**src/hdl/matrix_rank_defs.svh**
```systemverilog
/*
 * Sizing macros for the matrix rank subsystem
 * Element width, matrix bounds, index widths, multiplier length
 */
`ifndef MATRIX_RANK_DEFS_SVH
`define MATRIX_RANK_DEFS_SVH

// Element, modulus and rank width
`define MR_DATA_W 16

// Largest row or column count
`define MR_MAX_DIM 4

// Row or column index, and a count of 1 to 4
`define MR_IDX_W 2
`define MR_DIM_W 3

// One multiplier iteration per operand bit
`define MR_MUL_CYCLES `MR_DATA_W

`endif

```
**src/hdl/mr_arith_pkg.sv**
```systemverilog
/*
 * Vector types shared by the arithmetic blocks and the element store
 * Residues, indices, dimension counts and the pivot row mask
 */
`include "matrix_rank_defs.svh"

package mr_arith_pkg;

  // Residue, modulus or rank
  typedef logic [`MR_DATA_W-1:0] value_t;

  // Row or column address into the store
  typedef logic [`MR_IDX_W-1:0] idx_t;

  // Dimension count, 1 to MR_MAX_DIM
  typedef logic [`MR_DIM_W-1:0] dim_t;

  // One bit per row, set once the row has served as pivot
  typedef logic [`MR_MAX_DIM-1:0] row_mask_t;

endpackage

```
**src/hdl/mr_ctrl_pkg.sv**
```systemverilog
/*
 * State encodings for the elimination controller
 * and the serial modular multiplier
 */

package mr_ctrl_pkg;

  // Elimination controller
  typedef enum logic [3:0] {
    ST_IDLE, ST_LOAD, ST_FIND_PIVOT, ST_CHECK_ROW, ST_MUL_A,
    ST_MUL_B, ST_SUBTRACT, ST_WRITE, ST_NEXT_COL, ST_DONE
  } rank_state_t;

  // Double-and-add multiplier
  typedef enum logic {
    MUL_IDLE,
    MUL_RUN
  } mul_state_t;

endpackage

```
**src/hdl/mod_adder.sv**
```systemverilog
/*
 * Modular adder/subtractor, one cycle from start to ready
 * Operands already reduced, one conditional correction step
 */
`timescale 1ns/1ps
`include "matrix_rank_defs.svh"

module mod_adder (
  input  logic                 CLK,
  input  logic                 RST,
  input  logic                 start,
  input  logic                 operation,
  input  mr_arith_pkg::value_t modulo,
  input  mr_arith_pkg::value_t data_a,
  input  mr_arith_pkg::value_t data_b,
  output logic                 ready,
  output mr_arith_pkg::value_t data_out
);
  import mr_arith_pkg::*;

  // Extra top bit holds carry or borrow
  logic [`MR_DATA_W:0] raw;
  logic [`MR_DATA_W:0] fixed;
  value_t              result;

  always_comb begin
    if (operation) begin
      raw = {1'b0, data_a} - {1'b0, data_b};
      // Borrow set means a < b, so fold back by one modulus
      fixed = raw + {1'b0, modulo};
      result = raw[`MR_DATA_W] ? fixed[`MR_DATA_W-1:0] : raw[`MR_DATA_W-1:0];
    end else begin
      raw = {1'b0, data_a} + {1'b0, data_b};
      fixed = raw - {1'b0, modulo};
      result = (raw >= {1'b0, modulo}) ? fixed[`MR_DATA_W-1:0] : raw[`MR_DATA_W-1:0];
    end
  end

  always_ff @(posedge CLK or posedge RST) begin
    if (RST) begin
      ready <= 1'b0;
    end else begin
      ready <= start;
    end
  end

  // Result register, held until the next request
  always_ff @(posedge CLK) begin
    if (start) begin
      data_out <= result;
    end
  end

  // Answer arrives next cycle and is already below the modulus
  assert property (@(posedge CLK) disable iff (RST)
    start |=> ready && (data_out < $past(modulo)));

endmodule

```
**src/hdl/mod_multiplier.sv**
```systemverilog
/*
 * Serial modular multiplier, MSB-first double-and-add
 * Ready exactly MR_MUL_CYCLES+1 cycles after start
 */
`timescale 1ns/1ps
`include "matrix_rank_defs.svh"

module mod_multiplier (
  input  logic                 CLK,
  input  logic                 RST,
  input  logic                 start,
  input  mr_arith_pkg::value_t modulo,
  input  mr_arith_pkg::value_t data_a,
  input  mr_arith_pkg::value_t data_b,
  output logic                 ready,
  output mr_arith_pkg::value_t data_out
);
  import mr_arith_pkg::*;
  import mr_ctrl_pkg::*;

  localparam int CNT_W = $clog2(`MR_MUL_CYCLES);

  mul_state_t          state;
  logic [CNT_W-1:0]    bit_cnt;
  logic                last;
  value_t              mod_q;
  value_t              a_q;
  value_t              b_q;
  value_t              acc;
  logic [`MR_DATA_W:0] dbl;
  value_t              dbl_red;
  logic [`MR_DATA_W:0] sum;
  value_t              acc_next;

  ////////////////////
  // One step per bit
  ////////////////////

  always_comb begin
    // acc*2, folded once
    dbl = {acc, 1'b0};
    dbl_red = (dbl >= {1'b0, mod_q}) ? dbl[`MR_DATA_W-1:0] - mod_q : dbl[`MR_DATA_W-1:0];
    // Add multiplicand when current bit of b is set
    sum = {1'b0, dbl_red} + (b_q[`MR_DATA_W-1] ? {1'b0, a_q} : '0);
    acc_next = (sum >= {1'b0, mod_q}) ? sum[`MR_DATA_W-1:0] - mod_q : sum[`MR_DATA_W-1:0];
  end

  assign last = (bit_cnt == CNT_W'(`MR_MUL_CYCLES - 1));

  ////////////////////
  // Sequencing
  ////////////////////

  always_ff @(posedge CLK or posedge RST) begin
    if (RST) begin
      state <= MUL_IDLE;
      bit_cnt <= '0;
      ready <= 1'b0;
    end else begin
      ready <= 1'b0;
      case (state)
        MUL_IDLE: begin
          if (start) begin
            state <= MUL_RUN;
            bit_cnt <= '0;
          end
        end
        MUL_RUN: begin
          bit_cnt <= bit_cnt + 1'b1;
          if (last) begin
            state <= MUL_IDLE;
            ready <= 1'b1;
          end
        end
        default: state <= MUL_IDLE;
      endcase
    end
  end

  // Operands latched on start, b shifts out MSB first
  always_ff @(posedge CLK) begin
    if (state == MUL_IDLE && start) begin
      mod_q <= modulo;
      a_q <= data_a;
      b_q <= data_b;
      acc <= '0;
    end else if (state == MUL_RUN) begin
      acc <= acc_next;
      b_q <= {b_q[`MR_DATA_W-2:0], 1'b0};
      if (last) begin
        data_out <= acc_next;
      end
    end
  end

  // Partial product stays a residue throughout the run
  assert property (@(posedge CLK) disable iff (RST)
    (state == MUL_RUN) |-> (acc < mod_q));

endmodule

```
**src/hdl/matrix_store.sv**
```systemverilog
/*
 * Matrix element store, 4 by 4 residues
 * Row-major streaming loader, combinational read port, write-back port
 */
`timescale 1ns/1ps
`include "matrix_rank_defs.svh"

module matrix_store (
  input  logic                 CLK,
  input  logic                 RST,
  input  logic                 start,
  input  mr_arith_pkg::value_t size_i,
  input  mr_arith_pkg::value_t size_j,
  input  mr_arith_pkg::value_t data_in,
  input  logic                 i_enable,
  input  logic                 j_enable,
  output mr_arith_pkg::dim_t   rows,
  output mr_arith_pkg::dim_t   cols,
  output logic                 load_done,
  input  mr_arith_pkg::idx_t   rd_row,
  input  mr_arith_pkg::idx_t   rd_col,
  output mr_arith_pkg::value_t rd_data,
  input  logic                 wr_en,
  input  mr_arith_pkg::idx_t   wr_row,
  input  mr_arith_pkg::idx_t   wr_col,
  input  mr_arith_pkg::value_t wr_data
);
  import mr_arith_pkg::*;

  value_t mem [`MR_MAX_DIM][`MR_MAX_DIM];
  logic   armed;
  idx_t   row_cnt;
  idx_t   col_cnt;
  logic   in_stream;
  logic   take;
  logic   row_end;
  logic   mat_end;

  // Stream has begun once the counters have left the origin
  assign in_stream = armed && (row_cnt != '0 || col_cnt != '0);
  assign take = armed && j_enable;
  assign row_end = (dim_t'(col_cnt) == cols - dim_t'(1));
  assign mat_end = row_end && (dim_t'(row_cnt) == rows - dim_t'(1));

  always_ff @(posedge CLK or posedge RST) begin
    if (RST) begin
      armed <= 1'b0;
      row_cnt <= '0;
      col_cnt <= '0;
      rows <= '0;
      cols <= '0;
      load_done <= 1'b0;
    end else begin
      load_done <= 1'b0;
      if (start && !in_stream) begin
        armed <= 1'b1;
        row_cnt <= '0;
        col_cnt <= '0;
        rows <= size_i[`MR_DIM_W-1:0];
        cols <= size_j[`MR_DIM_W-1:0];
      end else if (take) begin
        if (row_end) begin
          col_cnt <= '0;
          row_cnt <= row_cnt + 1'b1;
        end else begin
          col_cnt <= col_cnt + 1'b1;
        end
        // Last element (rows-1, cols-1)
        if (mat_end) begin
          armed <= 1'b0;
          row_cnt <= '0;
          load_done <= 1'b1;
        end
      end
    end
  end

  always_ff @(posedge CLK) begin
    if (take) begin
      mem[row_cnt][col_cnt] <= data_in;
    end else if (wr_en) begin
      mem[wr_row][wr_col] <= wr_data;
    end
  end

  assign rd_data = mem[rd_row][rd_col];

  // Host row marker lines up with the column counter
  assert property (@(posedge CLK) disable iff (RST)
    take |-> (i_enable == (col_cnt == '0)));

  // Controller never writes back into a half-loaded matrix
  assert property (@(posedge CLK) disable iff (RST)
    wr_en |-> !in_stream && !take);

endmodule

```
**src/hdl/matrix_rank.sv**
```systemverilog
/*
 * Rank engine, fraction-free Gaussian elimination modulo p
 * Pivot search, row update sequencing, rank output
 * Drives one modular multiplier and one modular subtractor
 */
`timescale 1ns/1ps

module matrix_rank (
  input  logic                 CLK,
  input  logic                 RST,
  input  logic                 START,
  input  mr_arith_pkg::value_t MODULO_IN,
  input  mr_arith_pkg::dim_t   rows,
  input  mr_arith_pkg::dim_t   cols,
  input  logic                 load_done,
  output mr_arith_pkg::idx_t   rd_row,
  output mr_arith_pkg::idx_t   rd_col,
  input  mr_arith_pkg::value_t rd_data,
  output logic                 wr_en,
  output mr_arith_pkg::idx_t   wr_row,
  output mr_arith_pkg::idx_t   wr_col,
  output mr_arith_pkg::value_t wr_data,
  output logic                 READY,
  output mr_arith_pkg::value_t DATA_OUT
);
  import mr_arith_pkg::*;
  import mr_ctrl_pkg::*;

  rank_state_t state;

  // Problem shape and modulus
  value_t    mod_q;
  dim_t      rows_q;
  dim_t      cols_q;

  // Elimination progress
  dim_t      rank_cnt;
  row_mask_t used;
  idx_t      col;
  idx_t      k;
  idx_t      j;
  idx_t      piv_row;

  // Pivot, row factor, first product
  value_t    piv_val;
  value_t    fac;
  value_t    prod_a;

  // Arithmetic handshakes
  logic      mul_start;
  logic      mul_ready;
  value_t    mul_a;
  value_t    mul_out;
  logic      add_start;
  logic      add_ready;
  value_t    add_out;

  logic      hit;
  logic      last_row;
  logic      last_col;
  logic      last_j;

  // Candidate row k is free and has a nonzero entry in the current column
  assign hit = !used[k] && (rd_data != '0);
  assign last_row = (dim_t'(k) == rows_q - dim_t'(1));
  assign last_col = (dim_t'(col) == cols_q - dim_t'(1));
  assign last_j = (dim_t'(j) == cols_q - dim_t'(1));

  ////////////////////
  // Store access
  ////////////////////

  // MUL_B reads the pivot row, MUL_A the target row
  always_comb begin
    rd_row = (state == ST_MUL_B) ? piv_row : k;
    rd_col = (state == ST_MUL_A || state == ST_MUL_B) ? j : col;
  end

  always_comb begin
    wr_en = 1'b0;
    wr_row = k;
    wr_col = j;
    wr_data = add_out;
    if (state == ST_WRITE) begin
      wr_en = 1'b1;
    end else if (state == ST_CHECK_ROW && hit) begin
      // Eliminated entry in pivot column becomes zero
      wr_en = 1'b1;
      wr_col = col;
      wr_data = '0;
    end
  end

  // piv * a[k][j] first, then a[k][col] * a[piv][j]
  assign mul_a = (state == ST_MUL_B) ? fac : piv_val;

  ////////////////////
  // Controller FSM
  ////////////////////

  always_ff @(posedge CLK or posedge RST) begin
    if (RST) begin
      state <= ST_IDLE;
      col <= '0;
      k <= '0;
      j <= '0;
      used <= '0;
      rank_cnt <= '0;
      mul_start <= 1'b0;
      add_start <= 1'b0;
      READY <= 1'b0;
      DATA_OUT <= '0;
    end else begin
      mul_start <= 1'b0;
      add_start <= 1'b0;
      READY <= 1'b0;
      case (state)
        ST_IDLE: begin
          if (START) begin
            state <= ST_LOAD;
          end
        end
        ST_LOAD: begin
          if (load_done) begin
            col <= '0;
            k <= '0;
            used <= '0;
            rank_cnt <= '0;
            state <= ST_FIND_PIVOT;
          end
        end
        // First free row with nonzero entry becomes pivot
        ST_FIND_PIVOT: begin
          if (hit) begin
            used[k] <= 1'b1;
            rank_cnt <= rank_cnt + 1'b1;
            k <= '0;
            state <= ST_CHECK_ROW;
          end else if (last_row) begin
            state <= ST_NEXT_COL;
          end else begin
            k <= k + 1'b1;
          end
        end
        // Rows needing elimination, later columns only
        ST_CHECK_ROW: begin
          if (hit && !last_col) begin
            j <= col + 1'b1;
            mul_start <= 1'b1;
            state <= ST_MUL_A;
          end else if (last_row) begin
            state <= ST_NEXT_COL;
          end else begin
            k <= k + 1'b1;
          end
        end
        ST_MUL_A: begin
          if (mul_ready) begin
            mul_start <= 1'b1;
            state <= ST_MUL_B;
          end
        end
        ST_MUL_B: begin
          if (mul_ready) begin
            add_start <= 1'b1;
            state <= ST_SUBTRACT;
          end
        end
        ST_SUBTRACT: begin
          if (add_ready) begin
            state <= ST_WRITE;
          end
        end
        ST_WRITE: begin
          if (!last_j) begin
            j <= j + 1'b1;
            mul_start <= 1'b1;
            state <= ST_MUL_A;
          end else if (last_row) begin
            state <= ST_NEXT_COL;
          end else begin
            k <= k + 1'b1;
            state <= ST_CHECK_ROW;
          end
        end
        // Full row rank reached early or columns used up
        ST_NEXT_COL: begin
          if (rank_cnt == rows_q || last_col) begin
            state <= ST_DONE;
          end else begin
            col <= col + 1'b1;
            k <= '0;
            state <= ST_FIND_PIVOT;
          end
        end
        ST_DONE: begin
          READY <= 1'b1;
          DATA_OUT <= value_t'(rank_cnt);
          state <= ST_IDLE;
        end
        default: state <= ST_IDLE;
      endcase
    end
  end

  // Operand and pivot registers
  always_ff @(posedge CLK) begin
    if (state == ST_IDLE && START) begin
      mod_q <= MODULO_IN;
    end
    if (state == ST_LOAD && load_done) begin
      rows_q <= rows;
      cols_q <= cols;
    end
    if (state == ST_FIND_PIVOT && hit) begin
      piv_row <= k;
      piv_val <= rd_data;
    end
    if (state == ST_CHECK_ROW && hit) begin
      fac <= rd_data;
    end
    if (state == ST_MUL_A && mul_ready) begin
      prod_a <= mul_out;
    end
  end

  ////////////////////
  // Arithmetic units
  ////////////////////

  mod_multiplier mod_multiplier_i (
    .CLK      (CLK),
    .RST      (RST),
    .start    (mul_start),
    .modulo   (mod_q),
    .data_a   (mul_a),
    .data_b   (rd_data),
    .ready    (mul_ready),
    .data_out (mul_out)
  );

  // Always subtracting, second product is held at mul_out
  mod_adder mod_adder_i (
    .CLK       (CLK),
    .RST       (RST),
    .start     (add_start),
    .operation (1'b1),
    .modulo    (mod_q),
    .data_a    (prod_a),
    .data_b    (mul_out),
    .ready     (add_ready),
    .data_out  (add_out)
  );

  // Every pivot uses up one row and one column
  assert property (@(posedge CLK) disable iff (RST)
    READY |-> (DATA_OUT <= value_t'(rows_q)) && (DATA_OUT <= value_t'(cols_q)));

endmodule

```
**src/hdl/matrix_rank_unit.sv**
```systemverilog
/*
 * Top level of the rank subsystem
 * Element store joined to the elimination engine
 */
`timescale 1ns/1ps

module matrix_rank_unit (
  input  logic                 CLK,
  input  logic                 RST,
  input  logic                 START,
  input  mr_arith_pkg::value_t MODULO_IN,
  input  mr_arith_pkg::value_t SIZE_I_IN,
  input  mr_arith_pkg::value_t SIZE_J_IN,
  input  mr_arith_pkg::value_t DATA_IN,
  input  logic                 DATA_IN_I_ENABLE,
  input  logic                 DATA_IN_J_ENABLE,
  output logic                 READY,
  output mr_arith_pkg::value_t DATA_OUT
);
  import mr_arith_pkg::*;

  // Store to engine
  dim_t   rows;
  dim_t   cols;
  logic   load_done;
  value_t rd_data;

  // Engine to store
  idx_t   rd_row;
  idx_t   rd_col;
  logic   wr_en;
  idx_t   wr_row;
  idx_t   wr_col;
  value_t wr_data;

  matrix_store matrix_store_i (
    .CLK       (CLK),
    .RST       (RST),
    .start     (START),
    .size_i    (SIZE_I_IN),
    .size_j    (SIZE_J_IN),
    .data_in   (DATA_IN),
    .i_enable  (DATA_IN_I_ENABLE),
    .j_enable  (DATA_IN_J_ENABLE),
    .rows      (rows),
    .cols      (cols),
    .load_done (load_done),
    .rd_row    (rd_row),
    .rd_col    (rd_col),
    .rd_data   (rd_data),
    .wr_en     (wr_en),
    .wr_row    (wr_row),
    .wr_col    (wr_col),
    .wr_data   (wr_data)
  );

  matrix_rank matrix_rank_i (
    .CLK       (CLK),
    .RST       (RST),
    .START     (START),
    .MODULO_IN (MODULO_IN),
    .rows      (rows),
    .cols      (cols),
    .load_done (load_done),
    .rd_row    (rd_row),
    .rd_col    (rd_col),
    .rd_data   (rd_data),
    .wr_en     (wr_en),
    .wr_row    (wr_row),
    .wr_col    (wr_col),
    .wr_data   (wr_data),
    .READY     (READY),
    .DATA_OUT  (DATA_OUT)
  );

endmodule

```
**config.mk**
```make
export PLATFORM = sky130hd
export DESIGN_NAME = matrix_rank_unit
export DESIGN_NICKNAME = d
export VERILOG_FILES = /design/src/hdl/mr_arith_pkg.sv /design/src/hdl/mr_ctrl_pkg.sv /design/src/hdl/mod_adder.sv /design/src/hdl/mod_multiplier.sv /design/src/hdl/matrix_store.sv /design/src/hdl/matrix_rank.sv /design/src/hdl/matrix_rank_unit.sv
export VERILOG_INCLUDE_DIRS = /design/src /design/src/hdl
export SDC_FILE = /design/constraint.sdc
export NUM_CORES = 1
export LEC_CHECK = 0
export BUFFER_PORTS_ARGS = -buffer_cell sky130_fd_sc_hd__buf_2
export CAP_MARGIN = 30
export CORE_MARGIN = 2
export CORE_UTILIZATION = 60
export CTS_CLUSTER_DIAMETER = 80
export DETAILED_ROUTE_END_ITERATION = 8
export GPL_ROUTABILITY_DRIVEN = 1
export PLACE_DENSITY = 0.83
export RECOVER_POWER = 50
export REMOVE_ABC_BUFFERS = 1
export SYNTH_ARGS = -nofsm -noshare
export SYNTH_HDL_FRONTEND = slang
export SYNTH_SLANG_ARGS = --single-unit
export TNS_END_PERCENT = 10
```
**constraint.sdc**
```tcl
create_clock -name CLK -period 15.2 [get_ports CLK]
set_input_delay 1.52 -clock CLK [delete_from_list [all_inputs] [get_ports CLK]]
set_output_delay 1.52 -clock CLK [all_outputs]
set_load 0.05 [all_outputs]
```
==> results.sh <==
export IMPL_maxSlewHeadroom_pct=-176.2
export IMPL_yosysMostFrequentCell="edfxtp_1"
export IMPL_crit_required_ns=15.37
export IMPL_die_area_um2=39660
export IMPL_first_global_vias=15078
export IMPL_yosysTopAreaCell="edfxtp_1"
export IMPL_critPathMaxFanout=74
export IMPL_htree_levels=2
export IMPL_root_buffer="clkbuf_16"
export IMPL_dieHeight_um=199.2
export IMPL_synthCells=1854
export IMPL_outcome="finished, violations left"
export IMPL_combPwrFrac_pct=53.2
export IMPL_synthTopCellsByArea="edfxtp_1 (54%), ha_1 (5.2%), dfrtp_1 (4.6%), nand2_1 (4.3%), mux2i_1 (3.2%)"
export IMPL_synth_edff_count=408
export IMPL_synth_compound_gate_area_share_pct=9.725
export IMPL_cts_resized=0
export IMPL_worstPathArrival_ns=11.68
export IMPL_power_internal_w=0.003882
export IMPL_drc=0
export IMPL_synth_common_cells="edfxtp_1 (408), nand2_1 (260), ha_1 (95)"
export IMPL_fmax_ghz=0.08685
export IMPL_period_needed_ns=11.51
export IMPL_cp_startpoint="matrix_rank_i.state[0]"
export IMPL_seq_power_share_pct=30.2
export IMPL_ys_ff_latch=466
export IMPL_violations="max-capacitance violations, max-slew violations"
export IMPL_syn2layout_area_growth_pct=9.243
export IMPL_cts_sinks=466
export IMPL_overflow=0
export IMPL_cp_start_kind="register"
export IMPL_clockBufferDepth=3
export IMPL_die_x_um=199.2
export IMPL_avgSynthCellArea_um2=12.33
export IMPL_slew_viol_final=140
export IMPL_final_nets=2066
export IMPL_dr_pass1_iters=6
export IMPL_initial_core_util_pct=60.81
export IMPL_cts_tree="yes"
export IMPL_skew_ns=0.01731
export IMPL_core_area_um2=37580
export IMPL_routed_wl_mm=54.42
export IMPL_routabilityCongestion=0.9186
export IMPL_hold_start="matrix_store_i.cols[1]"
export IMPL_vias=15251
export IMPL_wl_per_cell_um=22.27
export IMPL_async_flop_share_pct=9.013
export IMPL_diodes=0
export IMPL_synth_xor_area_share_pct=3.220
export IMPL_clock_latency_ns=0.57
export IMPL_row_count=71
export IMPL_rr_startpoint="matrix_rank_i.state[0]"
export IMPL_post_drt_via_cell_ratio=6.243
export IMPL_r2r_slack_ns=3.69
export IMPL_fin_tns_setup_ns=0
export IMPL_synth_top_family_by_area="simple AND/OR/NAND/NOR gates"
export IMPL_grt_pass1_wl_mm=83.20
export IMPL_grt_max_degree=79
export IMPL_maxCapViolCount=4
export IMPL_hold_class="register to register"
export IMPL_crit_type="register to register"
export IMPL_synthAdderAreaFrac_pct=5.640
export IMPL_crit_path_end_kind="register"
export IMPL_synth_cell_types=76
export IMPL_worstMarginPinSlew_ns=4.143
export IMPL_synthMuxAreaShare_pct=6.855
export IMPL_power_density_nw_per_um2=261.0
export IMPL_postPlaceCellArea_um2=23520
export IMPL_port_buffers=45
export IMPL_synth_top_area_share_pct=53.62
export IMPL_synth_flop_cell="edfxtp_1"
export IMPL_cts_hold_buf=0
export IMPL_drive_gt1_share_pct=10.30
export IMPL_pin_count=86
export IMPL_dpl_hpwl_mm=35.50
export IMPL_grt_usage_pct=27.61
export IMPL_p_sw_w=0.002633
export IMPL_final_antenna_net_count=0
export IMPL_finalInstanceArea_um2=24960
export IMPL_rsz0062_at_grt="no"
export IMPL_cts_buffers=45
export IMPL_synth_warnings=0
export IMPL_drt_iter0_drc=1610
export IMPL_p_sw_share_pct=40.41
export IMPL_final_hold_viol_count=0
export IMPL_antenna_found_initial=0
export IMPL_period_share_pct=75.75
export IMPL_syn_cell_area_um2=22850
export IMPL_yosysSeqAreaShare_pct=59.62
export IMPL_cts_setup_buffers=0
export IMPL_synthSimpleGateAreaFrac_pct=11.53
export IMPL_clkPwrFrac_pct=16.6
export IMPL_cts_clk_slew_worst_paths_ns=0.06
export IMPL_setup_violations=0
export IMPL_power_leakage_nw=9.561
export IMPL_vdd_ir_drop_max_v=0.0001721
## critical path, stage by stage (launching register included)
cell,delay (ns)
dfrtp_1,0.68
nand4bb_1,1.13
mux2i_1,2.30
clkbuf_1,0.32
clkbuf_1,2.92
nor2_1,0.53
a32oi_1,0.50
a31oi_1,0.20
a22o_1,0.30
o311a_1,0.16
o211ai_2,0.26
nand2_1,0.38
mux2i_1,0.29
a21boi_2,0.16
clkbuf_1,0.93
## layout make-up
type | instances | area (µm²)
multi-input cells | 1226 | 8452
flip-flops and latches | 466 | 13620
clock inverters | 22 | 203.9
well taps | 511 | 639.4
inverters | 86 | 322.8
repair buffers | 72 | 529.3
clock buffers | 60 | 1192
fillers | 2619 | 12610
## power by group through the flow
stage | Sequential [W] | Clock, W | Combinational (W)
after floorplan | 0.00195 | 0 | 0.00251
after global placement | 0.00198 | 0 | 0.00323
after detailed placement | 0.00199 | 0 | 0.00333
after CTS | 0.00197 | 0.00109 | 0.00340
after global routing | 0.00199 | 0.00114 | 0.00377
final | 0.00197 | 0.00108 | 0.00346
## registers in the layout, summed over array words and instances (netlist names), 4 cells and up
register                                 flops
matrix_rank_i.mod_multiplier_i.b_q          16
matrix_rank_i.prod_a                        16
matrix_rank_i.mod_adder_i.data_out          16
matrix_rank_i.piv_val                       16
matrix_rank_i.state                          4
matrix_rank_i.mod_multiplier_i.a_q          16
matrix_store_i.mem                         256
matrix_rank_i.mod_multiplier_i.bit_cnt       4
matrix_rank_i.mod_multiplier_i.mod_q        16
matrix_rank_i.mod_multiplier_i.data_out     16
matrix_rank_i.fac                           16
matrix_rank_i.used                           4
matrix_rank_i.mod_multiplier_i.acc          16
matrix_rank_i.mod_q                         16
## cells in the final DEF, fill, tap and decap left out, types with 9 or more instances in the layout
master / synthesis / layout
nor3_1: 36 / 36
mux2i_1: 72 / 73
clkbuf_16: 0 / 45
a22o_1: 34 / 34
o21a_1: 20 / 20
nand3_1: 73 / 73
and2_1: 23 / 22
nand2_1: 260 / 261
nor2b_1: 14 / 14
buf_2: 18 / 36
clkbuf_1: 44 / 31
o21ai_0: 38 / 39
dfrtp_1: 42 / 42
nor2_1: 77 / 77
inv_1: 86 / 86
edfxtp_1: 408 / 408
buf_4: 17 / 9
a21oi_1: 80 / 79
a31oi_1: 17 / 18
dfxtp_1: 16 / 16
or3_1: 12 / 12
mux2_2: 61 / 59
ha_1: 95 / 95
a21o_1: 22 / 21
xor2_1: 30 / 30
nand4_1: 21 / 21
and3_1: 22 / 22
conb_1: 1 / 13
xnor2_1: 54 / 54
a32oi_1: 28 / 29
## cell families after synthesis
| kind of cell | after synthesis |
|---|---|
| xor+xnor | 84 |
| buf+inv | 174 |
| other cells | 1 |
| fa+ha+maj | 100 |
| mux | 142 |
| compound gates | 318 |
| flops | 466 |
| simple gates | 569 |
## final timing paths
check | to | cells past startpoint
worst min-delay path | matrix_rank_i.cols_q[1] | 0
worst min register to register | matrix_rank_i.cols_q[1] | 0
min in group asynchronous | matrix_rank_i.mod_multiplier_i.state | 2
worst max register to register | matrix_store_i.mem[0][17] | 14
max in group asynchronous | matrix_store_i.armed | 2
worst max-delay path | matrix_store_i.mem[0][17] | 14
## routing by layer
metal	share of wire, %	GRT usage [%]	vias up
met5	0	0	-
met4	3.0	9.729	0
met3	8.6	4.017	114
met2	49	46.23	778
met1	39	37.05	7443
li1	-	-	6916
## through the flow
stage / hold WS, ns / utilization [%] / setup WS [ns] / std cells / total power [W]
after floorplan: 0.4249 / - / 8.247 / 1778 / 0.004453
after global placement: 0.4347 / 62.39 / 7.149 / 2349 / 0.005208
after detailed placement: 0.4377 / 62.59 / 6.835 / 2353 / 0.005325
after CTS: 0.4518 / 66.31 / 6.808 / 2435 / 0.006460
after global routing: 0.4595 / 66.43 / 3.060 / 2443 / 0.006897
final: 0.4481 / 66.43 / 3.685 / 2443 / 0.006516
Power figures use the tool's default switching activity.
